### config.mk
export PLATFORM = sky130hd
export DESIGN_NAME = lsu_regfile
export DESIGN_NICKNAME = d
export VERILOG_FILES = /design/src/hw/lsu_pkg.sv /design/src/hw/lsu_regfile.sv
export SDC_FILE = /design/constraint.sdc
export NUM_CORES = 1
export LEC_CHECK = 0
export ABC_AREA = 1
export BUFFER_PORTS_ARGS = -buffer_cell sky130_fd_sc_hd__buf_2
export CAP_MARGIN = 10
export CELL_PAD_IN_SITES_DETAIL_PLACEMENT = 0
export CELL_PAD_IN_SITES_GLOBAL_PLACEMENT = 1
export CORE_ASPECT_RATIO = 0.75
export CORE_UTILIZATION = 30
export DETAILED_ROUTE_END_ITERATION = 10
export PLACE_DENSITY = 0.76
export SKIP_LAST_GASP = 1
export SYNTH_ARGS = -nofsm -noshare
export SYNTH_HDL_FRONTEND = slang
export SYNTH_SLANG_ARGS = --single-unit
### constraint.sdc
create_clock -name clk -period 8.75 [get_ports clk]
set_input_delay 0.875 -clock clk [delete_from_list [all_inputs] [get_ports clk]]
set_output_delay 0.875 -clock clk [all_outputs]
set_load 0.05 [all_outputs]
### src/hw/lsu_pkg.sv
package lsu_pkg;

    // Data path and lane geometry.
    localparam int DATA_W = 32;
    localparam int MASK_W = DATA_W / 8;

    // Register file geometry.
    localparam int REG_IDX_W = 3;
    localparam int NUM_REGS = 1 << REG_IDX_W;

    // Encoded operation word.
    localparam int OP_W = 15;
    localparam int OFF_W = 5;

    // Addresses with this bit set go out on the register bus.
    localparam int RCN_ADDR_BIT = 31;

    // Access type, taken from operation bits 12:11.
    typedef enum logic [1:0]
    {
        LS_BYTE = 2'd0,
        LS_HALF = 2'd1,
        LS_WORD = 2'd2,
        LS_XCHG = 2'd3
    } ls_type_e;

endpackage

### src/hw/lsu_regfile.sv
module lsu_regfile
(
    input  logic                           clk,
    input  logic                           rst,

    input  logic                           reg_wr_en,
    input  logic [lsu_pkg::REG_IDX_W-1:0]  reg_wr_idx,
    input  logic [lsu_pkg::DATA_W-1:0]     reg_wr_data,

    input  logic                           wb_store_en,
    input  logic [lsu_pkg::REG_IDX_W-1:0]  wb_store_reg,
    input  logic [lsu_pkg::DATA_W-1:0]     wb_store_data,

    input  logic                           wb_ptr_en,
    input  logic [lsu_pkg::REG_IDX_W-1:0]  wb_ptr_reg,
    input  logic [lsu_pkg::DATA_W-1:0]     wb_ptr_data,

    input  logic [lsu_pkg::REG_IDX_W-1:0]  reg_rd_idx,
    output logic [lsu_pkg::DATA_W-1:0]     reg_rd_data,

    output logic [lsu_pkg::DATA_W-1:0]     regs [lsu_pkg::NUM_REGS]
);

    import lsu_pkg::*;

    // Host write wins over load writeback, which wins over pointer writeback.
    always_ff @(posedge clk or posedge rst)
    begin
        if (rst)
        begin
            for (int i = 0; i < NUM_REGS; i++)
            begin
                regs[i] <= '0;
            end
        end
        else
        begin
            for (int i = 0; i < NUM_REGS; i++)
            begin
                if (reg_wr_en && (reg_wr_idx == REG_IDX_W'(i)))
                    regs[i] <= reg_wr_data;
                else if (wb_store_en && (wb_store_reg == REG_IDX_W'(i)))
                    regs[i] <= wb_store_data;
                else if (wb_ptr_en && (wb_ptr_reg == REG_IDX_W'(i)))
                    regs[i] <= wb_ptr_data;
            end
        end
    end

    assign reg_rd_data = regs[reg_rd_idx];

endmodule

* Yosys cells after proc, flatten, opt, wreduce, memory -nomap -nowiden
Index checks and enable logic that the tools add are counted.
** Word-level totals
- Register bits :: 256
- Input port bits :: 113
** Operators by class
- Order comparisons :: 1
- Equal/unequal tests :: 21
- Muxes and demuxes :: 27
- Bitwise operators :: 1
- Reduce and logical (&&, ||, !) cells :: 35
** Operators by type and width (count)
- two-way mux 32 bit :: 26
- binary-select mux 32 bit (select 3 bit) :: 1
- equality test 3 bit (second input constant) :: 12
- logical AND 1 bit :: 24
- nonzero test 3 bit :: 8
- equality test 3 x 2 -> 1 bit (second input constant) :: 6
- equality test 3 x 1 -> 1 bit (second input constant) :: 3
- logical NOT 3 bit :: 3
- greater-or-equal comparator 4 bit (second input constant) :: 1
- NOT 3 -> 4 bit :: 1

* Longest topological paths before layout
- Depth in word-level cells :: 5
- Mapped depth :: 9
- Depth with buffers taken out :: 8

* Least setup slack after synthesis
Ideal clock, no wire load.
- Path type :: input to output
- From :: input port reg_rd_idx[0] (netlist name)
- To :: output port reg_rd_data[16] (netlist name)
- Data arrival time :: 2.038 ns
- Data required time :: 7.875 ns
- Path slack :: 5.837 ns
- Cell stages on the path :: 8
- Path buffers :: 3
- Cell sequence :: inv_1 > buf_2 > buf_2 > buf_2 > nor2_1 > o21ai_0 > nand2_1 > nand2_1
** On the way
- Cells in the longest elaborated chain, start to end :: 4
** Ends and longest elaborated chain
- start: declaration :: RTL line lsu_regfile.sv:18 : input logic [lsu_pkg::REG_IDX_W-1:0] reg_rd_idx,
- NOT 3 -> 4 bit (not written as such) :: RTL line lsu_regfile.sv:50 : assign reg_rd_data = regs[reg_rd_idx];
- binary-select mux 32 bit (select 3 bit) :: RTL line lsu_regfile.sv:50
- two-way mux 32 bit (not written as such) (2 in a row) :: RTL line lsu_regfile.sv:50
- end: declaration :: RTL line lsu_regfile.sv:19 : output logic [lsu_pkg::DATA_W-1:0] reg_rd_data,
No other way between the ends. The select of a mux whose other input is x is not followed.

* Worst setup path after layout
- From :: input port reg_rd_idx[0] (netlist name)
- To :: output port reg_rd_data[10] (netlist name)
The elaborated chain is that of the path after synthesis.

==> flow_metrics.py <==
metrics = {
    "outcome": {
        "status": "finished clean",
    },
    "critical_path": {
        "crit_path_end_kind": "output pin",
        "crit_type": "in -> out",
        "cp_data_arrival_time_ps": 3830,
        "critPathRequiredTime_ps": 7880,
        "path_max_fanout": 66,
        "startpoint_type": "input pin",
    },
    "logic_synthesis": {
        "avgSynthCellArea_um2": 6.140,
        "netlist_instances": 2943,
        "ys_seq_elements": 256,
        "syn-num-nets": 3056,
        "netlist_area_um2": 18070,
        "ys_warn_count": 0,
        "seq_area_frac_synth": 0.3545,
        "synth_cell_types": 19,
    },
    "final_layout": {
        "drive_gt1_frac": 0.1673,
        "nets": 3225,
        "top_register": "regs",
        "fin_cells": 3933,
        "syn2layout_area_growth_pct": 17.75,
        "largest_reg_flops": 256,
        "final_common_cell": "nand2_1",
        "reg_top3": "regs: 256 flops",
        "mostFrequentLayoutCells": "nand2_1, nand3_1, buf_2, dfrtp_1, nor2_1",
    },
    "timing": {
        "final.period_utilization": 0.5382,
        "slew_headroom": 0.1538,
        "rsz0062_at_grt": "false",
        "fin_ws_ps": 4040,
        "clock.fmax_mhz": 212.3,
        "worst_pin_slew_ps": 1268,
        "finalWorstPathRequiredPeriod_ps": 4710,
        "tns_ps": 0,
        "fin_skew_ps": 0,
        "finalHoldViolCount": 0,
        "drv_slew": 0,
        "setup_viol_count_final": 0,
    },
    "die": {
        "die_w_um": 285.4,
        "coreArea_um2": 59250,
        "rows": 77,
        "chipHeight_um": 214.5,
        "dieArea_um2": 61220,
        "start_util": 0.3050,
        "ios": 401,
    },
    "cts": {
        "cts.sinks": 256,
        "post_cts_buffers": 0,
        "clockBufferDepth": 3,
        "htree_num_levels": 2,
        "clkSlewWorstSetupHoldPaths_ps": 50,
        "tritoncts": "yes",
        "clk_latency_ps": 550,
        "root_buffer": "clkbuf_16",
        "cts_buffers": 34,
        "post_cts_resized": 0,
        "cts_hold_buf": 0,
    },
    "power": {
        "powerDensity_nw_per_um2": 258.9,
        "seq_power_share": 0.321,
        "pwr-share-comb": 0.405,
        "power.share.switching": 0.4883,
        "clockPowerShare": 0.274,
        "power.switching_uw": 2689,
        "ir_worst_vdd_mv": 0.1108,
        "p_leak_uw": 0.01126,
        "internal_power_uw": 2819,
    },
    "place": {
        "hpwl_mm": 63.26,
        "dp_cells": 3866,
        "pre_cts_slack_ps": 3769,
        "place.gp.congestion": 0.8657,
        "place.port_buffers": 400,
    },
    "route": {
        "dr.pass1.iters": 6,
        "drc": 0,
        "viasPerCell": 5.614,
        "wl_per_cell_um": 24.83,
        "drtAntennaViolNets": 0,
        "drtIter0Drc": 3055,
        "vias": 22080,
        "wl_mm": 97.65,
    },
    "global_routing": {
        "gr-usage-all-layers": 0.3111,
        "grt_overflow": 0,
        "grt_start_max_net_pins": 135,
        "grt_antenna_before_repair": 7,
        "grt_pass1_vias": 19780,
        "grt_pass1_wl_mm": 143.3,
    },
    "worst_hold_path": {
        "min-delay-path-class": "in -> async",
    },
    "flow_run": {
        "drv_cap": 0,
    },
}
[routing by layer]
layer,share of wire,GRT usage,wire [um]
met3,0.12,0.08830,12020
met5,0.00033,0,32
met1,0.43,0.4536,42200
met2,0.41,0.4372,40270
met4,0.032,0.09590,3126
[kinds of logic after synthesis]
family,count (synthesis),share of synthesized area
buffers and inverters,360,0.08691
DFF,256,0.3545
AOI/OAI and AO/OA,193,0.05346
and+or+nand+nor,2134,0.5051
[metrics by stage]
stage | cell area, um^2 | util | hold WS (ps) | power [uW]
2_1_floorplan | 18070 | - | 762.6 | 3251
3_3_place_gp | 20090 | 0.3390 | 485.4 | 3982
3_5_place_dp | 20100 | 0.3393 | 485.9 | 3987
4_1_cts | 21260 | 0.3589 | 501.6 | 5489
5_1_grt | 21270 | 0.3589 | 522.0 | 5711
6_report | 21280 | 0.3591 | 466.0 | 5508
[cell type report]
class | instances | area (um^2)
Antenna cell | 5 | 12.51
Clock buffer | 53 | 1016
Clock inverter | 9 | 145.1
Fill cell | 6493 | 37980
Inverter | 63 | 247.7
Multi-Input combinational cell | 2327 | 10210
Sequential cell | 256 | 6406
Tap cell | 790 | 988.4
Timing Repair Buffer | 430 | 2252
[cells in the mapped netlist]
library cell     n  share of area
nor2_1         205          0.043
nand2_1       1124           0.23
nand2_2          3         0.0010
clkbuf_2         8         0.0022
inv_2           11         0.0023
nor2_2           3         0.0010
clkbuf_1       116          0.024
o21ai_1          8         0.0022
inv_1           52          0.011
a21oi_1          1        0.00028
nor2_4           1        0.00062
buf_2          152          0.042
nand4_1         64          0.022
buf_1           16         0.0033
dfrtp_1        256           0.35
nand3_1        731           0.20
o21ai_0        184          0.051
nand3_2          3         0.0017
buf_4            5         0.0021
[power by group through the flow]
| stage | sequential [uW] | clock [uW] | combinational (uW) |
|---|---|---|---|
| 4_1_cts | 1760 | 1510 | 2220 |
| 5_1_grt | 1790 | 1560 | 2360 |
| 6_report | 1770 | 1510 | 2230 |
| 3_3_place_gp | 1780 | 0 | 2200 |
| 2_1_floorplan | 2540 | 0 | 709 |
| 3_5_place_dp | 1770 | 0 | 2220 |
[critical path, cell delays in order]
cell and delay, ps:
buf_4 290, inv_4 610, buf_4 730, nor2_1 60, o21ai_0 590, nand2_1 150, nand2_1 170, buf_2 280
[path summary, 6_finish.rpt]
| check | from | end | slack, ps | cells past startpoint |
|---|---|---|---|---|
| max | reg_rd_idx[0] | reg_rd_data[10] | 4040 | 8 |
| min | rst | regs[57] | 470 | 2 |
| max reg2reg | regs[190] | regs[190] | 7940 | 2 |
| min reg2reg | regs[90] | regs[90] | 500 | 2 |
| max in group asynchronous | rst | regs[172] | 6990 | 3 |
| min in group clk | regs[90] | regs[90] | 500 | 2 |
No activity file was read; power rests on OpenSTA's default activity.
