==> src/hw/lsu_pkg.sv <==
package lsu_pkg;

    // Data path and lane geometry.
    localparam int DATA_W = 32;
    localparam int MASK_W = DATA_W / 8;

    // Register file geometry.
    localparam int REG_IDX_W = 3;
    localparam int NUM_REGS = 1 << REG_IDX_W;

    // Encoded operation word.
    localparam int OP_W = 15;
    localparam int OFF_W = 5;

    // Addresses with this bit set go out on the register bus.
    localparam int RCN_ADDR_BIT = 31;

    // Access type, taken from operation bits 12:11.
    typedef enum logic [1:0]
    {
        LS_BYTE = 2'd0,
        LS_HALF = 2'd1,
        LS_WORD = 2'd2,
        LS_XCHG = 2'd3
    } ls_type_e;

endpackage

==> src/hw/lsu_retire.sv <==
module lsu_retire
(
    input  logic                           clk,
    input  logic                           rst,

    input  logic                           ld_issue,
    input  logic                           ptr_issue,
    input  logic [lsu_pkg::REG_IDX_W-1:0]  issue_wbreg,
    input  logic [lsu_pkg::REG_IDX_W-1:0]  issue_ptr_reg,
    input  logic [lsu_pkg::DATA_W-1:0]     issue_ptr_next,
    input  logic [lsu_pkg::MASK_W-1:0]     issue_mask,

    input  logic [lsu_pkg::DATA_W-1:0]     rdata,

    output logic                           wb_store_en,
    output logic [lsu_pkg::REG_IDX_W-1:0]  wb_store_reg,
    output logic [lsu_pkg::DATA_W-1:0]     wb_store_data,

    output logic                           wb_ptr_en,
    output logic [lsu_pkg::REG_IDX_W-1:0]  wb_ptr_reg,
    output logic [lsu_pkg::DATA_W-1:0]     wb_ptr_data
);

    import lsu_pkg::*;

    logic [2:0]            ld_d;
    logic [2:0]            ptr_d;
    logic [REG_IDX_W-1:0]  wbreg_d [3];
    logic [REG_IDX_W-1:0]  ptr_reg_d [3];
    logic [DATA_W-1:0]     ptr_next_d [3];
    logic [MASK_W-1:0]     mask_d [3];
    logic [DATA_W-1:0]     data_in;

    always_ff @(posedge clk or posedge rst)
    begin
        if (rst)
        begin
            ld_d  <= '0;
            ptr_d <= '0;
        end
        else
        begin
            ld_d  <= {ld_d[1:0], ld_issue};
            ptr_d <= {ptr_d[1:0], ptr_issue};
        end
    end

    always_ff @(posedge clk)
    begin
        wbreg_d    <= '{issue_wbreg, wbreg_d[0], wbreg_d[1]};
        ptr_reg_d  <= '{issue_ptr_reg, ptr_reg_d[0], ptr_reg_d[1]};
        ptr_next_d <= '{issue_ptr_next, ptr_next_d[0], ptr_next_d[1]};
        mask_d     <= '{issue_mask, mask_d[0], mask_d[1]};
        // Memory data arrives one cycle after the request.
        data_in    <= rdata;
    end

    // The lane mask picks the part of the word that was read.
    always_comb
    begin
        case (mask_d[2])
            4'b0011: wb_store_data = {16'd0, data_in[15:0]};
            4'b1100: wb_store_data = {16'd0, data_in[31:16]};
            4'b0001: wb_store_data = {24'd0, data_in[7:0]};
            4'b0010: wb_store_data = {24'd0, data_in[15:8]};
            4'b0100: wb_store_data = {24'd0, data_in[23:16]};
            4'b1000: wb_store_data = {24'd0, data_in[31:24]};
            default: wb_store_data = data_in;
        endcase
    end

    assign wb_store_en  = ld_d[2];
    assign wb_store_reg = wbreg_d[2];

    assign wb_ptr_en   = ptr_d[2];
    assign wb_ptr_reg  = ptr_reg_d[2];
    assign wb_ptr_data = ptr_next_d[2];

endmodule

==> config.mk <==
export PLATFORM = sky130hd
export DESIGN_NAME = lsu_retire
export DESIGN_NICKNAME = d
export VERILOG_FILES = /design/src/hw/lsu_pkg.sv /design/src/hw/lsu_retire.sv
export SDC_FILE = /design/constraint.sdc
export NUM_CORES = 1
export LEC_CHECK = 0
export BUFFER_PORTS_ARGS = -buffer_cell sky130_fd_sc_hd__buf_2
export CAP_MARGIN = 20
export CORE_MARGIN = 8
export CORE_UTILIZATION = 50
export CTS_BUF_LIST = sky130_fd_sc_hd__clkbuf_4
export CTS_CLUSTER_DIAMETER = 30
export DETAILED_ROUTE_END_ITERATION = 12
export GPL_ROUTABILITY_DRIVEN = 0
export HOLD_SLACK_MARGIN = 0.03
export MAX_ROUTING_LAYER = met4
export PLACE_DENSITY_LB_ADDON = 0.3
export SLEW_MARGIN = 20
export SYNTH_ARGS = -nofsm -noshare
export SYNTH_HDL_FRONTEND = slang
export SYNTH_SLANG_ARGS = --single-unit
==> constraint.sdc <==
create_clock -name clk -period 1.61 [get_ports clk]
set_input_delay 0.0805 -clock clk [delete_from_list [all_inputs] [get_ports clk]]
set_output_delay 0.0805 -clock clk [all_outputs]
set_load 0.05 [all_outputs]
## Word level (Yosys, flattened, before mapping)

Cells that the tools add are included.

- Output and inout port bits: 72
- Register bits: 164
- Input port bits: 78

- Muxes and demuxes: 1
- Equality and inequality tests: 6

Operators with widths:

| operator | count |
|---|---|
| 32-bit one-hot mux with 6 select lines | 1 |
| 4-bit by 2-bit equality test with 1-bit output, second input constant | 2 |
| 4-bit equality test, second input constant | 2 |
| 4-bit by 1-bit equality test with 1-bit output, second input constant | 1 |
| 4-bit by 3-bit equality test with 1-bit output, second input constant | 1 |

## Logic depth before layout (Yosys ltp)

Gate-level depths: netlist of the first run.

- Word-level depth: 2
- Gate-level depth with buffers: 4

## Worst setup path before layout of the first run

OpenSTA, ideal clock, no wires.

- Kind: register to output
- From: reg mask_d[2] (netlist name)
- To: out wb_store_data[10] (netlist name)
- Arrival time: 1724 ps
- Data required time: 1529 ps
- Cell stages (with the launch flop): 5
- Path slack: -194 ps
- Cell sequence: dfxtp_1 > and2_1 > clkbuf_1 > a22oi_1 > o2bb2ai_1

- Longest elaborated chain between the ends: 2

Ends and longest elaborated chain:

| element | line | source |
|---|---|---|
| from (decl) | lsu_retire.sv:31 | `logic [MASK_W-1:0] mask_d [3];` |
| from (signal assigned) | lsu_retire.sv:53 | `mask_d <= '{issue_mask, mask_d[0], mask_d[1]};` |
| 4-bit equality test (tied with other cells) | lsu_retire.sv:61 | `case (mask_d[2])` |
| 32-bit one-hot mux with 6 select lines * | lsu_retire.sv:61 |  |
| to (decl) | lsu_retire.sv:17 | `output logic [lsu_pkg::DATA_W-1:0] wb_store_data,` |

Mark *: on every way between the ends. The rest lies on a longest branch, timed or not.

## Final worst setup path of the first run

- From: reg mask_d[2] (netlist name)
- To: out wb_store_data[0] (netlist name)

Same word-level chain as after synthesis.

==> run summary, run 1 <==
Reg area = 3330 um^2
Worst Tran Pin Value = 386 ps
vias per inst = 4.54
IO Port Bufs = 149
first-pass GRT wire length = 14900 um
GRT Util Overall = 0.176
nets = 566
Multi-input gate area = 743 um^2
power density over cell area = 1250 nW/um^2
#FFs+latches synth = 164
antenna cells = 0
min-delay src = issue_ptr_next[10]
Final Hold Vio Count = 0
Initial Util = 0.511
Min Clock Period, post-route = 2030 ps
core area = 8180 um^2
hold endpoint = ptr_next_d[74]
Post-Syn Area = 4180 um^2
Worst-path clk slew = 160 ps
WHS = 161 ps
final worst slack = -423 ps
Final Cycle Share = 1.26
Max Buffers Root-to-Sink = 2
final WL = 10100 um
R2R setup slack = 1130 ps
post-synthesis cell count = 276
clock skew = 18.5 ps
max-cap violation count = 0
post-layout instance area = 6320 um^2
Crit Path Class = register to primary output
area grow syn2layout = 51.3%
CTS Buf Count = 17
Seq/Total Area, Yosys = 0.792
overall power = 7.88 mW
relative slew slack = 0.741
placed inst area = 4840 um^2
clk sinks = 164
placed cells = 493
I/O pin count = 150
fillcell total = 460
CP Capture Type = primary output
failing checks = setup timing
critical path required time = 1530 ps
Leak Pwr = 2.84 nW
DR pass1 iterations = 4
Biggest register = ptr_next_d
max reg flops = 64
grt ovf = 0
Final ANT Viol Nets = 0
Max Transition Viols Final = 0
Die X = 107 um
clk root buf = clkbuf_4
top achievable clock speed = 492 MHz
vias in the first global route = 2970
commonest non-fill, non-tap cell in the layout = dfxtp_1
WL/cell = 16.6 um
Hold Path Depth = 2
crit path launch type = register
DP Wirelength = 6040 um
Remaining DRCs = 0
reg2reg end = ptr_d[1]
Layout Cells excl Fill = 606
worst r2r src = ptr_d[0]
CTS tree = yes
Critical Path Fanout Max = 8
RSZ-0062 raised after global routing = true
largest net degree at the start of global routing = 19
share of cells above drive strength 1 = 0.451
CTS H-Tree Depth = 4
worst skew pair latency = 540 ps
status = complete, but fails checks
most frequent cells in the layout = dfxtp_1 (154), buf_2 (118), dlygate4sd3_1 (78)
CP arrival = 1950 ps
Setup Viol. Count Final = 32
initial antenna violation count = 0
die height = 107 um
synth warn = 0
Std-Cell Rows = 33
VDD IR-drop max = 0.908 mV
die area = 11500 um^2
Distinct cells, synth = 24
R2R cell count = 0
Hold Path Class = input pin to register
DRT iter0 DRCs = 131
syn_nets = 354
routed vias = 2754
syn_area_per_cell = 15.2 um^2
[cell families (layout without fill, tap and decap cells)]
group / count (synthesis) / in the layout / share of synthesized area
DFF: 164 / 164 / 0.792
xor gates and xnor gates: 1 / 1 / 0.00389
AOI/OAI and AO/OA: 35 / 35 / 0.0745
buffers and inverters: 44 / 269 / 0.0745
and+or+nand+nor: 32 / 32 / 0.0548
[how the worst max path moves through the flow]
stage | endpoint | depth (start not counted) | startpoint | slack (ps)
after detailed placement | wb_store_data[6] | 4 | mask_d[2] | -120
after floorplan | wb_store_data[10] | 3 | mask_d[2] | 50
final | wb_store_data[0] | 4 | mask_d[2] | -420
after global routing | wb_store_data[0] | 4 | mask_d[2] | -560
after global placement | wb_store_data[4] | 4 | mask_d[2] | -60
after CTS | wb_store_data[6] | 5 | mask_d[1] | -400
[area by class of cell]
type                            instances  area share
Timing Repair Buffer                  235       0.289
Multi-Input combinational cell         68       0.118
Clock inverter                         15      0.0251
Inverter                                2     0.00138
Tap cell                              105      0.0208
Clock buffer                           17      0.0202
Sequential cell                       164       0.526
[report_power, final]
group | switching, mW | internal (mW) | leakage, nW
sequential | 0.0897 | 4.28 | 1.40
clock | 1.61 | 0.720 | 0.156
combinational | 0.687 | 0.493 | 1.28
total | 2.39 | 5.49 | 2.84
[synth_stat cells (all sizes together)]
cell / number / area (um^2)
o2bb2ai: 8 / 70.1
clkbuf: 2 / 7.51
dfrtp: 6 / 150
a22oi: 8 / 60.1
buf: 40 / 297
a221o: 8 / 80.1
and2: 25 / 164
inv: 1 / 3.75
dfxtp: 158 / 3160
o21ai: 2 / 21.3
nor3b: 1 / 18.8
o21ba: 1 / 10.0
nor4b: 1 / 15.0
nor2b: 1 / 6.26
clkinv: 1 / 3.75
or2: 1 / 6.26
a22o: 8 / 70.1
xnor2: 1 / 16.3
nor2: 2 / 15.0
nand2: 1 / 3.75
[layer usage]
layer | track usage | wire length [um] | vias to the layer above
met4 | 0.0743 | 162 | 0
met1 | 0.172 | 3750 | 1282
met5 | - | 0 | -
met3 | 0.0772 | 869 | 16
li1 | - | - | 1314
met2 | 0.300 | 5270 | 142
[repair_timing]
action                                  CTS  global route
hold endpoints to repair                 82             0
cloned                                    0             1
buffers inserted                          1             1
hold buffers                             78             0
resized for setup                        88            15
endpoints found under the setup margin   32            32
pin swaps                                27             8
[metrics by stage]
step / utilization / setup TNS, ps / worst slack [ps]
floorplan: - / 0 / 45.2
finish: 0.774 / -10950 / -423
detailed placement: 0.592 / -895 / -119
global placement: 0.592 / -388 / -55.2
CTS: 0.759 / -9900 / -398
global route: 0.774 / -15120 / -559
[critical path: stages (launching register included)]
cell	delay, ps
dfxtp_4	420
nor4b_4	430
and2_2	220
a221o_1	170
buf_6	180
Power figures use the tool's default switching activity.
==> inputs of run 2 (changes only) <==
--- a/config.mk
+++ b/config.mk
@@ -7,6 +7,7 @@
 export LEC_CHECK = 0
 export BUFFER_PORTS_ARGS = -buffer_cell sky130_fd_sc_hd__buf_2
 export CAP_MARGIN = 20
+export CORE_ASPECT_RATIO = 0.7
 export CORE_MARGIN = 8
 export CORE_UTILIZATION = 50
 export CTS_BUF_LIST = sky130_fd_sc_hd__clkbuf_4
@@ -15,7 +16,7 @@
 export GPL_ROUTABILITY_DRIVEN = 0
 export HOLD_SLACK_MARGIN = 0.03
 export MAX_ROUTING_LAYER = met4
-export PLACE_DENSITY_LB_ADDON = 0.3
+export PLACE_DENSITY = 0.91
 export SLEW_MARGIN = 20
 export SYNTH_ARGS = -nofsm -noshare
 export SYNTH_HDL_FRONTEND = slang
==> run 2 against run 1 <==
  * The flow still finishes with violations (setup timing)
  * Maximum frequency is 2.3% lower
  * Utilization is 1.1 points higher
  * Wire length is 15% higher
  * Clock power is 12% higher
  * Flip-flop and latch count stayed put
  * Register-to-register slack hardly changed
  * First-iteration DRC count is 34% higher
  * Sequential share of layout area is 1.6 points lower
  * Worst hold slack better by 11 ps
  * Largest cell class unchanged
  * Highest routed layer unchanged
==> run summary, run 2 (same netlist as run 1, synthesis figures left out) <==
Hold Path Class = input pin to register
RSZ-0062 raised after global routing = true
core area = 8300 um^2 (+1.6%)
WL/cell = 18.8 um (+13%)
clock skew = 14.2 ps (-4.34 ps)
overall power = 8.26 mW (+4.9%)
Crit Path Class = register to primary output
GRT Util Overall = 0.198 (+0.0219)
DP Worst Slack = -60.0 ps (+59.4 ps)
crit path launch type = register
grt ovf = 0 (unchanged)
setup tns final = -12930 ps (-1980 ps)
R2R cell count = 0 (unchanged)
share of cells above drive strength 1 = 0.471 (+0.0196)
Die X = 125 um (+17%)
Initial Util = 0.504 (-0.00786)
critical path endpoint = wb_store_data[17]
routed vias = 2902 (+5.4%)
R2R setup slack = 1130 ps (about the same)
Setup Viol. Count Final = 32 (unchanged)
top cell family by delay on the critical path = buffers and inverters
Setup crit start = mask_d[2]
max-cap violation count = 0 (unchanged)
Worst-path clk slew = 140 ps (-20 ps)
Most common cell on crit path = buf_6
Final Hold Vio Count = 0 (unchanged)
IO Port Bufs = 149 (unchanged)
Reg area = 3320 um^2 (about the same)
Biggest register = ptr_next_d
CTS tree = yes
DR pass1 iterations = 4 (unchanged)
vias in the first global route = 3238 (+9.0%)
Max Transition Viols Final = 0 (unchanged)
CTS Buf Count = 17 (unchanged)
Final ANT Viol Nets = 0 (unchanged)
most frequent cells in the layout = dfxtp_1 (154), buf_2 (117), dlygate4sd3_1 (78)
die height = 92.5 um (-14%)
CP Capture Type = primary output
antenna cells = 0 (unchanged)
CP arrival = 2000 ps (+50 ps)
largest net degree at the start of global routing = 17 (-2)
final worst slack = -471 ps (-47.8 ps)
nets = 577 (+1.9%)
commonest non-fill, non-tap cell in the layout = dfxtp_1
post-layout instance area = 6520 um^2 (+3.0%)
reg2reg end = ld_d[1]
max reg flops = 64 (unchanged)
Worst Tran Pin Value = 420 ps (+33.8 ps)
relative slew slack = 0.720 (-0.0214)
area grow syn2layout = 55.8%
Max Buffers Root-to-Sink = 2 (unchanged)
I/O pin count = 150 (unchanged)
status = complete, but fails checks
initial antenna violation count = 0 (unchanged)
worst r2r src = ld_d[0]
fillcell total = 453 (-1.5%)
Slowest cell on crit path = dfxtp_4
Leak Pwr = 2.95 nW (+3.9%)
DRT iter0 DRCs = 175 (+34%)
Final Cycle Share = 1.29 (+0.0297)
Std-Cell Rows = 28 (-15%)
first-pass GRT wire length = 17000 um (+14%)
Max stage delay on crit path = 380 ps (-50 ps)
VDD IR-drop max = 0.893 mV (-1.7%)
final WL = 11600 um (+15%)
clk root buf = clkbuf_4
failing checks = setup timing
Remaining DRCs = 0 (unchanged)
power density over cell area = 1270 nW/um^2 (+1.8%)
clk sinks = 164 (unchanged)
crit path buf inv count = 3 (+2)
top achievable clock speed = 481 MHz (-2.3%)
critical path required time = 1530 ps (about the same)
placed inst area = 4880 um^2 (+0.78%)
worst skew pair latency = 530 ps (about the same)
Multi-input gate area = 773 um^2 (+4.0%)
Min Clock Period, post-route = 2080 ps (+47.8 ps)
Critical Path Fanout Max = 5 (-3)
CTS H-Tree Depth = 4 (unchanged)
die area = 11600 um^2 (+0.40%)
cells along the critical path = buf_6 -> nor2_4 -> xnor2_2 -> buf_4 -> and2_1 -> buf_6
number of cells on the critical path = 6 (+2)
vias per inst = 4.70 (+3.5%)
DP Wirelength = 6260 um (+3.6%)
==> run 2: changes by cell type in the layout (fill, tap and decap cells not counted), sizes merged <==
cell / change
clkinvlp: -1
buf: +11
inv: -3
bufinv: +3
clkinv: +1
==> run 2: through the flow <==
stage	hold WS, ps	util	cells
3_3_place_gp	-12.6	0.588	498
5_1_grt	116	0.785	617
3_5_place_dp	1.47	0.588	498
2_1_floorplan	-129	-	276
4_1_cts	136	0.763	612
6_report	172	0.785	617
==> run 2: how the worst min path moves through the flow <==
stage | startpoint | end | depth (start not counted)
6_report | rdata[21] | data_in[21] | 2
2_1_floorplan | rst | ld_d[0] | 1
3_5_place_dp | rst | ptr_d[2] | 2
5_1_grt | rdata[12] | data_in[12] | 2
3_3_place_gp | rst | ptr_d[1] | 2
4_1_cts | rdata[4] | data_in[4] | 2
==> run 2: area by class of cell <==
cell class	instances	share of cell area
Tap cell	105	0.0202
Inverter	2	0.00134
Multi-Input combinational cell	68	0.119
Sequential cell	164	0.510
Clock inverter	15	0.0298
Timing Repair Buffer	246	0.300
Clock buffer	17	0.0196
==> run 2: power by group <==
part	internal [mW]	switching, mW
Combinational	0.547	0.726
Clock	1.12	1.49
Sequential	4.28	0.0931
Total	5.95	2.31
==> run 2: layer usage <==
| layer | share of wire | up-vias | track usage | wire length (um) |
|---|---|---|---|---|
| met5 | 0 | - | - | 0 |
| met4 | 0.033 | 0 | 0.0938 | 384 |
| met3 | 0.080 | 35 | 0.0866 | 930 |
| met2 | 0.51 | 155 | 0.349 | 5960 |
| met1 | 0.37 | 1378 | 0.185 | 4310 |
| li1 | - | 1334 | - | - |
==> run 2: repair_timing <==
item | in CTS | in global routing
setup buffers | 4 | 5
pin swaps | 20 | 10
hold buffers | 78 | 0
endpoints found under the hold margin | 82 | 0
endpoints found under the setup margin | 32 | 32
gates resized for setup | 102 | 19
gates cloned | 0 | 1
