`src/hw/lsu_pkg.sv`:
```
package lsu_pkg;

    // Data path and lane geometry.
    localparam int DATA_W = 32;
    localparam int MASK_W = DATA_W / 8;

    // Register file geometry.
    localparam int REG_IDX_W = 3;
    localparam int NUM_REGS = 1 << REG_IDX_W;

    // Encoded operation word.
    localparam int OP_W = 15;
    localparam int OFF_W = 5;

    // Addresses with this bit set go out on the register bus.
    localparam int RCN_ADDR_BIT = 31;

    // Access type, taken from operation bits 12:11.
    typedef enum logic [1:0]
    {
        LS_BYTE = 2'd0,
        LS_HALF = 2'd1,
        LS_WORD = 2'd2,
        LS_XCHG = 2'd3
    } ls_type_e;

endpackage

```
`src/hw/lsu_issue.sv`:
```
module lsu_issue
(
    input  logic                           clk,
    input  logic                           rst,

    input  logic [lsu_pkg::DATA_W-1:0]     regs [lsu_pkg::NUM_REGS],

    input  logic                           ls_dir_en,
    input  logic                           ls_dir_store,
    input  logic [lsu_pkg::REG_IDX_W-1:0]  ls_dir_reg,
    input  logic [lsu_pkg::DATA_W-1:0]     ls_dir_addr,

    input  logic                           ls_op_en,
    input  logic [lsu_pkg::OP_W-1:0]       ls_op,

    output logic                           dcs,
    output logic                           dwr,
    output logic [lsu_pkg::DATA_W-1:0]     daddr,
    output logic [lsu_pkg::MASK_W-1:0]     dmask,
    output logic [lsu_pkg::DATA_W-1:0]     dout,

    output logic                           rcn_cs,
    output logic                           rcn_xch,
    output logic                           rcn_wr,
    output logic [lsu_pkg::DATA_W-1:0]     rcn_addr,
    output logic [lsu_pkg::REG_IDX_W-1:0]  rcn_wbreg,
    output logic [lsu_pkg::MASK_W-1:0]     rcn_mask,
    output logic [lsu_pkg::DATA_W-1:0]     rcn_wdata,

    output logic                           ld_issue,
    output logic                           ptr_issue,
    output logic [lsu_pkg::REG_IDX_W-1:0]  issue_wbreg,
    output logic [lsu_pkg::REG_IDX_W-1:0]  issue_ptr_reg,
    output logic [lsu_pkg::DATA_W-1:0]     issue_ptr_next,
    output logic [lsu_pkg::MASK_W-1:0]     issue_mask
);

    import lsu_pkg::*;

    logic                  op_st;
    logic                  op_post_inc;
    ls_type_e              op_type;
    logic [OFF_W-1:0]      op_off;
    logic [REG_IDX_W-1:0]  op_ptr;
    logic [REG_IDX_W-1:0]  op_reg;

    ls_type_e              acc_type;
    logic                  wren;
    logic                  xchg;
    logic                  issue_en;
    logic [REG_IDX_W-1:0]  wbreg;

    logic [DATA_W-1:0]     ptr_aligned;
    logic [DATA_W-1:0]     off_ext;
    logic [DATA_W-1:0]     ptr_next;
    logic [DATA_W-1:0]     bus_addr;
    logic [DATA_W-1:0]     wsrc;
    logic [DATA_W-1:0]     wdata;
    logic [MASK_W-1:0]     wmask;
    logic                  data_bus_en;
    logic                  rcn_bus_en;

    assign op_st       = ls_op[14];
    assign op_post_inc = ls_op[13];
    assign op_type     = ls_type_e'(ls_op[12:11]);
    assign op_off      = ls_op[10:6];
    assign op_ptr      = ls_op[5:3];
    assign op_reg      = ls_op[2:0];

    // Direct operations always move whole words and never exchange.
    assign acc_type = ls_dir_en ? LS_WORD : op_type;
    assign wren     = ls_dir_en ? ls_dir_store : op_st;
    assign xchg     = !ls_dir_en && op_st && (op_type == LS_XCHG);
    assign wbreg    = ls_dir_en ? ls_dir_reg : op_reg;
    assign issue_en = ls_dir_en || ls_op_en;

    assign off_ext = {{(DATA_W - OFF_W){op_off[OFF_W-1]}}, op_off};

    // Align the pointer and scale the offset by the access size.
    always_comb
    begin
        case (op_type)
            LS_BYTE:
            begin
                ptr_aligned = regs[op_ptr];
                ptr_next    = ptr_aligned + off_ext;
            end
            LS_HALF:
            begin
                ptr_aligned = {regs[op_ptr][DATA_W-1:1], 1'b0};
                ptr_next    = ptr_aligned + (off_ext << 1);
            end
            default:
            begin
                ptr_aligned = {regs[op_ptr][DATA_W-1:2], 2'b00};
                ptr_next    = ptr_aligned + (off_ext << 2);
            end
        endcase
    end

    assign bus_addr = ls_dir_en ? ls_dir_addr : (op_post_inc ? ptr_aligned : ptr_next);

    assign wsrc = regs[wbreg];

    always_comb
    begin
        case (acc_type)
            LS_BYTE:
            begin
                wdata = {MASK_W{wsrc[7:0]}};
                wmask = MASK_W'(1) << bus_addr[1:0];
            end
            LS_HALF:
            begin
                wdata = {(MASK_W / 2){wsrc[15:0]}};
                wmask = bus_addr[1] ? 4'b1100 : 4'b0011;
            end
            default:
            begin
                wdata = wsrc;
                wmask = '1;
            end
        endcase
    end

    assign data_bus_en = issue_en && !bus_addr[RCN_ADDR_BIT];
    assign rcn_bus_en  = issue_en && bus_addr[RCN_ADDR_BIT];

    always_ff @(posedge clk or posedge rst)
    begin
        if (rst)
        begin
            dcs    <= 1'b0;
            rcn_cs <= 1'b0;
        end
        else
        begin
            dcs    <= data_bus_en;
            rcn_cs <= rcn_bus_en;
        end
    end

    always_ff @(posedge clk)
    begin
        if (data_bus_en)
        begin
            dwr   <= wren;
            daddr <= bus_addr;
            dmask <= wmask;
            dout  <= wdata;
        end
        if (rcn_bus_en)
        begin
            rcn_xch   <= xchg;
            rcn_wr    <= wren;
            rcn_addr  <= bus_addr;
            rcn_wbreg <= wbreg;
            rcn_mask  <= wmask;
            rcn_wdata <= wdata;
        end
    end

    // Only data-bus reads come back through retire.
    assign ld_issue       = data_bus_en && (!wren || xchg);
    assign ptr_issue      = ls_op_en && !ls_dir_en && op_post_inc;
    assign issue_wbreg    = wbreg;
    assign issue_ptr_reg  = op_ptr;
    assign issue_ptr_next = ptr_next;
    assign issue_mask     = wmask;

endmodule

```
`config.mk`:
```
export PLATFORM = sky130hd
export DESIGN_NAME = lsu_issue
export DESIGN_NICKNAME = d
export VERILOG_FILES = /design/src/hw/lsu_pkg.sv /design/src/hw/lsu_issue.sv
export SDC_FILE = /design/constraint.sdc
export NUM_CORES = 1
export LEC_CHECK = 0
export ABC_CLOCK_PERIOD_IN_PS = 18500
export BUFFER_PORTS_ARGS = -buffer_cell sky130_fd_sc_hd__buf_2
export CAP_MARGIN = 10
export CORE_AREA = 2 2 195 197
export DETAILED_ROUTE_END_ITERATION = 10
export DIE_AREA = 0 0 197 199
export SLEW_MARGIN = 20
export SYNTH_ARGS = -nofsm -noshare
export SYNTH_HDL_FRONTEND = slang
export SYNTH_SLANG_ARGS = --single-unit
```
`constraint.sdc`:
```
create_clock -name clk -period 18.5 [get_ports clk]
set_clock_uncertainty 0.2 [all_clocks]
set_input_delay 3.7 -clock clk [delete_from_list [all_inputs] [get_ports clk]]
set_output_delay 3.7 -clock clk [all_outputs]
set_load 0.01 [all_outputs]
```
After elaboration in Yosys (flattened, before gate mapping)
Index checks and enable logic that the tools add are counted.
{"block": "word_totals", "reg_bits": 144, "in_bits": 311, "output_inout_bits": 188, "wordCells": 53}
{"block": "classes", "n_addsub": 3, "n_lt_le_gt_ge": 2, "n_eq_ne": 3, "n_shift": 1, "mux": 16, "bitwise": 2, "n_reduce_logical": 14}
{"cell": "binary-select mux 32 bit (select 3 bit)", "n": 2}
{"cell": "two-way mux 32 bit", "n": 6}
{"cell": "case mux 32 bit (2 select lines)", "n": 2}
{"cell": "adder 32 bit", "n": 3}
{"cell": ">= comparator 4 bit, second input constant", "n": 2}
{"cell": "inverter 3 -> 4 bit", "n": 2}
{"cell": "case mux 4 bit (2 select lines)", "n": 1}
{"cell": "logical AND 1 bit", "n": 7}
{"cell": "== test 2 x 1 -> 1 bit, second input constant", "n": 2}
{"cell": "zero test 2 bit", "n": 2}
{"cell": "two-way mux 4 bit", "n": 1}
{"cell": "case mux 2 bit (2 select lines)", "n": 1}
{"cell": "left shift 1 x 2 -> 4 bit, first input constant", "n": 1}
{"cell": "zero test 1 bit", "n": 3}
{"cell": "two-way mux 3 bit", "n": 1}
{"cell": "== test 2 bit, second input constant", "n": 1}
{"cell": "logical OR 1 bit", "n": 2}
{"cell": "two-way mux 2 bit", "n": 1}
{"cell": "two-way mux 1 bit", "n": 1}

Logic depth before layout (Yosys ltp)
Gate-level depths: netlist of the first run.
{"block": "logic_depth", "depth_word": 11, "ltp_mapped": 17, "mapped_depth_nobuf": 14}

Worst setup path before layout of the first run
No wires, ideal clock.
{"block": "synth_timing", "kind": "input to output", "from": "input ls_op[3] (netlist name)", "to": "output ld_issue", "arrival_time_ps": 7358, "t_required_ps": 14600, "slack_ps": 7242, "stages": 15, "path_buffers": 3, "cell_sequence": "buf_2 -> buf_4 -> buf_2 -> mux4_2 -> mux2i_1 -> inv_1 -> ha_1 -> nand3_2 -> o211ai_2 -> nand3_2 -> a2111oi_4 -> nor3_4 -> or4_1 -> nand3_1 -> a31oi_1"}
{"block": "synth_via", "elab_chain_cells": 11, "word_cells_on_any_way": 13, "cone_classes": "add/sub (3); mux (6); bitwise (1); reduce/logical (3)"}
{"element": "start: declaration", "line_no": "lsu_issue.sv:14", "rtl": "input logic [lsu_pkg::OP_W-1:0] ls_op,"}
{"element": "inverter 3 -> 4 bit (implied by the code) *", "line_no": "lsu_issue.sv:85, lsu_issue.sv:90, lsu_issue.sv:95"}
{"element": "binary-select mux 32 bit (select 3 bit) *", "line_no": "lsu_issue.sv:85, lsu_issue.sv:90, lsu_issue.sv:95"}
{"element": "two-way mux 32 bit (implied by the code) * (2 in series)", "line_no": "lsu_issue.sv:85, lsu_issue.sv:90, lsu_issue.sv:95"}
{"element": "adder 32 bit (on tied branches)", "line_no": "lsu_issue.sv:96, lsu_issue.sv:86, lsu_issue.sv:91"}
{"element": "case mux 32 bit (2 select lines)", "line_no": "lsu_issue.sv:82", "rtl": "case (op_type)"}
{"element": "two-way mux 32 bit * (2 in series)", "line_no": "lsu_issue.sv:101", "rtl": "assign bus_addr = ls_dir_en ? ls_dir_addr : (op_post_inc ? ptr_aligned : ptr_next);"}
{"element": "zero test 1 bit *", "line_no": "lsu_issue.sv:126", "rtl": "assign data_bus_en = issue_en && !bus_addr[RCN_ADDR_BIT];"}
{"element": "logical AND 1 bit *", "line_no": "lsu_issue.sv:126"}
{"element": "logical AND 1 bit *", "line_no": "lsu_issue.sv:164", "rtl": "assign ld_issue = data_bus_en && (!wren || xchg);"}
{"element": "end: declaration", "line_no": "lsu_issue.sv:30", "rtl": "output logic ld_issue,"}
Every way passes the cells marked *; elsewhere a longest branch is shown, timed or not. The select of a mux whose other input is x is not followed.

Worst setup path after layout of the first run
{"block": "layout_timing", "from": "input ls_op[3] (netlist name)", "to": "output issue_ptr_next[30] (netlist name)"}
{"block": "layout_via", "elab_chain_cells": 6, "word_cells_on_any_way": 8, "cone_classes": "add/sub (3); mux (4); bitwise (1)"}
{"element": "inverter 3 -> 4 bit (implied by the code) *", "line_no": "lsu_issue.sv:85, lsu_issue.sv:90, lsu_issue.sv:95"}
{"element": "binary-select mux 32 bit (select 3 bit) *", "line_no": "lsu_issue.sv:85, lsu_issue.sv:90, lsu_issue.sv:95"}
{"element": "two-way mux 32 bit (implied by the code) * (2 in series)", "line_no": "lsu_issue.sv:85, lsu_issue.sv:90, lsu_issue.sv:95"}
{"element": "adder 32 bit (on tied branches)", "line_no": "lsu_issue.sv:96, lsu_issue.sv:86, lsu_issue.sv:91"}
{"element": "case mux 32 bit (2 select lines) *", "line_no": "lsu_issue.sv:82"}
{"element": "end: declaration", "line_no": "lsu_issue.sv:34", "rtl": "output logic [lsu_pkg::DATA_W-1:0] issue_ptr_next,"}
Marked as above.

==> key figures, run 1 <==
CTS
  – TritonCTS clock tree: done
  – Post-CTS sizing: 0
  – Clk slew on worst S/H paths: 0.06 ns
  – TritonCTS Buffers: 17
  – Clock tree buffer depth: 2
  – Post-CTS Setup Repair Bufs: 0
  – Clock sinks: 144
  – Htree depth: 4
  – Cts hold-fix bufs: 0
  – CTS root buffer: clkbuf_16

Global routing
  – Global Route Usage Sum: 0.281
  – Grt ovf: 0
  – First-pass GRT wire length: 81,400 um
  – Initial antenna violation count: 22
  – Pin count of the biggest net entering global routing: 83
  – Vias in the first global route: 12,500

Timing
  – Final period utilization: 0.670
  – Minimum clock period: 12.40 ns
  – Worst-margin pin slew: 1.05 ns
  – Final setup viols: 0
  – Final Max Slew Viols: 0
  – Post-Route Setup TNS: 0 ns
  – Maximum clock rate: 80.6 MHz
  – Final Hold Viols: 0
  – Slew margin rel.: 0.297
  – RSZ-0062 raised after global routing: no

Logic synthesis
  – Top cells by area in the synthesized netlist: edfxtp_1, mux4_2, nand2_1
  – Synth cell types: 76
  – Asr flop ratio synth: 0.0139
  – Post-synth EDFFs: 142
  – Most used flip-flop cell after synthesis: edfxtp_1
  – Post-synthesis register bit count: 144
  – Synth top area share: 0.345
  – Synth area leader: edfxtp_1
  – Cell Area, Synth: 12,400 um2
  – Post-synthesis net count: 1,683
  – Mean Syn Cell Area: 9.29 um2
  – Ys Warns: 0
  – Post-Syn Instances: 1,330
  – Seq/Total Area, Yosys: 0.349

Route
  – DR vias/cell: 5.78
  – DRT Pass-1 Iters: 5
  – Avg WL per Cell: 25.3 um
  – Met3 Wirelength: 4120 um
  – WL met2: 26,800 um
  – DRC Markers: 0
  – Vias: 13,000
  – Max Used Layer: met5
  – Met1 wire length: 23,800 um
  – Initial DRC count: 1,292
  – Post-route ant nets: 0
  – Total Routed Length: 56,800 um

Critical path
  – Critical Path Max Stage Delay: 0.79 ns
  – Crit Path Category: in -> out
  – WP data arrival: 8.50 ns
  – CP max FO: 47
  – Crit. End Element: output port
  – Critical path cell sequence: buf_4 > buf_4 > mux4_2 > mux2i_1 > inv_1 > ha_1 > a211oi_2 > o21ai_1 > a211oi_1 > nor4_1 > nor3_2 > o31ai_1 > xor2_1 > buf_2
  – Critical path's slowest cell: buf_4
  – Cell mode on critical path: buf_4
  – Critical path required time: 14.60 ns
  – Worst Setup Start Kind: input pin

Layout
  – Non-filler instance count after layout: 2,247
  – Commonest non-fill, non-tap cell in the layout: buf_2
  – Post-route cell area: 15,700 um2
  – Final Net Count: 2,098
  – Fill count: 3,702
  – Share of layout cells above drive strength 1: 0.382
  – Most frequent cells in the layout: buf_2, nand2_1, edfxtp_1, nand3_1, mux4_2
  – Area Overhead vs Synth: 27.4%

Die
  – Total core area: 37,100 um2
  – Die height: 199 um
  – # IOs: 499
  – Die Footprint: 39,200 um2
  – Chip width: 197 um
  – Rows: 71
  – Initial Util: 0.333

Placement
  – Placed Cells: 2,200
  – Placer Congestion: 0.979
  – DP Area: 15,100 um2
  – IO buf count: 498
  – Post-detail-place hpwl: 44,700 um

Power and ir drop
  – Power Density: 86.8 nW/um2
  – Maximum vdd drop: 50.2 uV
  – Leak pwr: 6.77 nW

Hold path
  – Worst hold path class: in -> async

Job
  – Max_cap viols: 0

Outcome
  – Outcome: complete, no violations
[state kept, by name, summed over array words and instances, names as in the netlist]
name       count
rcn_wdata     32
rcn_xch        1
rcn_mask       4
rcn_wbreg      3
dwr            1
rcn_wr         1
dmask          4
dout          32
daddr         32
rcn_addr      32
dcs            1
rcn_cs         1
[per-stage QoR]
step	power (W)	hold WS [ns]	utilization	worst slack [ns]
finish	0.00137	2.92	0.424	6.10
global route	0.00143	2.92	0.424	5.65
CTS	0.00137	2.91	0.423	6.07
detailed placement	0.00102	3.36	0.407	6.10
global placement	0.00102	3.35	0.407	6.09
floorplan	0.000782	3.24	-	7.24
[synth_stat cells, drive strengths merged, types with 39 or more instances]
cell type	instances
a311oi	50
nand2	318
ha	39
and3	39
mux4	64
nand3	79
a21oi	62
nor2	48
clkbuf	60
buf	56
o21ai	60
edfxtp	142
[cells by family (layout without fill, tap and decap cells)]
| family | Yosys count | in the layout | share of synthesized area |
|---|---|---|---|
| and+or+nand+nor | 542 | 542 | 0.196 |
| buffers and inverters | 150 | 578 | 0.0512 |
| other | 0 | 15 | 0 |
| adders and majority gates | 42 | 42 | 0.0444 |
| AOI/OAI and AO/OA | 301 | 301 | 0.171 |
| muxes | 122 | 122 | 0.167 |
| DFF | 144 | 144 | 0.349 |
| xor gates and xnor gates | 29 | 29 | 0.0206 |
[where the power goes]
group / internal [W] / leakage (nW) / total, W / switching [W]
clock: 0.000201 / 0.270 / 0.000347 / 0.000146
sequential: 0.000431 / 1.38 / 0.000446 / 0.0000143
combinational: 0.000211 / 5.12 / 0.000574 / 0.000363
total: 0.000843 / 6.77 / 0.00137 / 0.000523
[routing by layer]
metal,global-route usage,up-vias
li1,-,5879
met1,0.370,6305
met2,0.466,699
met3,0.0463,103
met4,0.107,4
met5,0,-
[worst max-delay path, delay by kind of cell]
family	cells	cell delay, ns
AO/OA/AOI/OAI	4	0.91
XOR/XNOR	1	0.21
adder cells (fa/ha/maj)	1	0.42
buffers and inverters	4	1.41
multiplexers	2	0.97
AND/OR/NAND/NOR	2	0.84
[worst paths after layout]
| kind | start | endpoint | slack (ns) | depth (start not counted) |
|---|---|---|---|---|
| max | ls_op[3] | issue_ptr_next[30] | 6.10 | 14 |
| min | rst | rcn_cs$_DFF_PP0_ | 2.92 | 2 |
| max in group asynchronous | rst | dcs$_DFF_PP0_ | 15.06 | 2 |
| min in group clk | ls_dir_addr[0] | rcn_addr[0]$_DFFE_PP_ | 3.38 | 2 |
[layout make-up]
type | instances | area [um2] | area share
Multi-Input combinational cell | 1036 | 7470 | 0.475
Clock inverter | 14 | 156 | 0.00994
Tap cell | 474 | 593 | 0.0377
Antenna cell | 15 | 37.5 | 0.00239
Sequential cell | 144 | 4310 | 0.274
Inverter | 34 | 130 | 0.00827
Clock buffer | 18 | 429 | 0.0273
Timing Repair Buffer | 512 | 2600 | 0.165
Power figures use the tool's default switching activity.
==> run 2: changes to the inputs <==
- ABC_CLOCK_PERIOD_IN_PS: 18500 -> 11200
- CORE_AREA: 2 2 195 197 -> 2 2 196 198
- DIE_AREA: 0 0 197 199 -> 0 0 198 200
- clock period: 18.5 -> 11.2 ns (I/O delays scaled with it)
==> run 2 against run 1 <==
Combinational power up 67%. Cell area up 0.29%. Cell count increased by 1.9%. Sequential power rose by 65%. Die area up 1.0%. Critical path type unchanged.
==> key figures, run 2 (synthesized netlist as in run 1, its figures left out) <==
Outcome
  – Outcome: complete, no violations

Critical path
  – Crit Path Category: in -> out
  – Critical Path Max Stage Delay: 0.57 ns (-0.22 ns)
  – Critical path's slowest cell: mux4_2
  – Crit. End Element: output port
  – Cell mode on critical path: buf_4
  – WP data arrival: 6.95 ns (-1.55 ns)
  – CP max FO: 28 (-40%)
  – Critical path cell sequence: buf_4 > buf_4 > mux4_2 > mux2_2 > ha_1 > nand4_1 > nor2_1 > nand2_1 > nor4_1 > nor3_2 > o31ai_1 > xor2_1 > buf_2
  – Critical path required time: 8.76 ns (-5.84 ns)
  – Worst Setup Start Kind: input pin

Global routing
  – Pin count of the biggest net entering global routing: 103 (+24%)
  – First-pass GRT wire length: 81,900 um (+0.56%)
  – Grt ovf: 0 (unchanged)
  – Global Route Usage Sum: 0.282 (+0.000584)
  – Initial antenna violation count: 16 (-27%)
  – Vias in the first global route: 12,600 (+0.19%)

CTS
  – Clock tree buffer depth: 2 (unchanged)
  – Htree depth: 4 (unchanged)
  – CTS root buffer: clkbuf_16
  – Post-CTS Setup Repair Bufs: 0 (unchanged)
  – Clock sinks: 144 (unchanged)
  – Post-CTS sizing: 0 (unchanged)
  – Cts hold-fix bufs: 0 (unchanged)
  – TritonCTS clock tree: done
  – Clk slew on worst S/H paths: 0.06 ns (about the same)
  – TritonCTS Buffers: 17 (unchanged)

Hold path
  – Worst hold path class: in -> async

Route
  – Avg WL per Cell: 25.0 um (-1.3%)
  – DRT Pass-1 Iters: 5 (unchanged)
  – Post-route ant nets: 0 (unchanged)
  – Vias: 13,000 (+0.25%)
  – Total Routed Length: 57,200 um (+0.63%)
  – Initial DRC count: 1,140 (-12%)
  – DR vias/cell: 5.69 (-1.6%)
  – DRC Markers: 0 (unchanged)

Timing
  – Maximum clock rate: 106 MHz
  – Final worst slack: 1.81 ns (-4.29 ns)
  – Slew margin rel.: 0.251 (-0.0461)
  – Final period utilization: 0.839
  – Final Max Slew Viols: 0 (unchanged)
  – Post-Route Setup TNS: 0 ns (unchanged)
  – Worst-margin pin slew: 1.12 ns (+0.0699 ns)
  – Final Hold Viols: 0 (unchanged)
  – RSZ-0062 raised after global routing: no
  – Hold Slack: 1.45 ns (-1.47 ns)
  – Minimum clock period: 9.39 ns
  – Final setup viols: 0 (unchanged)

Power and ir drop
  – Flop pwr share: 0.328 (+0.002)
  – Maximum vdd drop: 85.3 uV (+70%)
  – Leak pwr: 6.78 nW (+0.17%)
  – Total power: 0.00224 W (+64%)
  – Power Density: 142 nW/um2 (+63%)
  – Cell-internal power: 0.00135 W (+60%)
  – Clock share of power: 0.245 (-0.009)
  – Switching part of the total: 0.395 (+0.0123)
  – Net Sw Power: 0.000884 W (+69%)
  – Combinational share of power: 0.427 (+0.007)

Placement
  – IO buf count: 498 (unchanged)
  – Post-detail-place hpwl: 45,200 um (+1.3%)
  – Placer Congestion: 0.930 (-5.0%)
  – Pre-CTS setup slack: 1.86 ns (-4.24 ns)
  – DP Area: 15,200 um2 (+0.46%)

Die
  – Die height: 200 um (+0.50%)
  – # IOs: 499 (unchanged)
  – Rows: 71 (unchanged)
  – Die Footprint: 39,600 um2 (+1.0%)
  – Total core area: 37,400 um2 (+0.72%)
  – Initial Util: 0.330 (-0.00237)
  – Chip width: 198 um (+0.51%)

Layout
  – Area of the multi-input gates: 7480 um2 (about the same)
  – Area Overhead vs Synth: 27.8%
  – Fill count: 3,776 (+2.0%)
  – Share of layout cells above drive strength 1: 0.384 (+0.00219)
  – Final Net Count: 2,101 (+0.14%)
  – Flip-flop and latch area: 4310 um2 (unchanged)
  – Post-route cell area: 15,800 um2 (+0.29%)
  – Most frequent cells in the layout: buf_2, nand2_1, edfxtp_1, nand3_1, mux4_2
  – Commonest non-fill, non-tap cell in the layout: buf_2

Job
  – Max_cap viols: 0 (unchanged)
==> run 2: final cells by class <==
class / count / share of cell area
Antenna cell: 18 / 0.00285
Clock buffer: 18 / 0.0272
Clock inverter: 14 / 0.00785
Inverter: 34 / 0.00824
Multi-Input combinational cell: 1036 / 0.474
Sequential cell: 144 / 0.273
Tap cell: 511 / 0.0405
Timing Repair Buffer: 515 / 0.166
==> run 2: worst paths after layout <==
path	depth (start not counted)	to	startpoint
max	13	issue_ptr_next[30]	ls_op[3]
min	2	dcs$_DFF_PP0_	rst
max in group asynchronous	2	rcn_cs$_DFF_PP0_	rst
min in group clk	2	daddr[0]$_DFFE_PP_	ls_dir_addr[0]
==> run 2: per-stage QoR <==
step | std cells | util
floorplan | 1330 | -
global placement | 2240 | 0.406
detailed placement | 2240 | 0.406
CTS | 2272 | 0.421
global route | 2283 | 0.422
finish | 2290 | 0.422
==> run 2: power groups by stage <==
stage                     clock network (W)  logic [W]  registers [W]
final                              0.000548   0.000956       0.000734
after global routing               0.000577    0.00103       0.000742
after CTS                          0.000557   0.000954       0.000735
after detailed placement                  0   0.000950       0.000746
after global placement                    0   0.000944       0.000745
after floorplan                           0   0.000491       0.000801
==> run 2: per-layer routing <==
layer	part of all wire	up-vias	track usage
met4	0.033	4	0.108
met3	0.094	106	0.0585
met1	0.40	6308	0.362
met5	0.00049	-	0
li1	-	5893	-
met2	0.48	711	0.468
==> run 2: worst max-delay path, delay by kind of cell <==
family	cells	cell delay, ns
AOI/OAI and AO/OA	1	0.45
xor gates and xnor gates	1	0.24
adders and majority gates	1	0.52
buffers and inverters	3	1.16
muxes	2	0.88
and+or+nand+nor	5	1.39
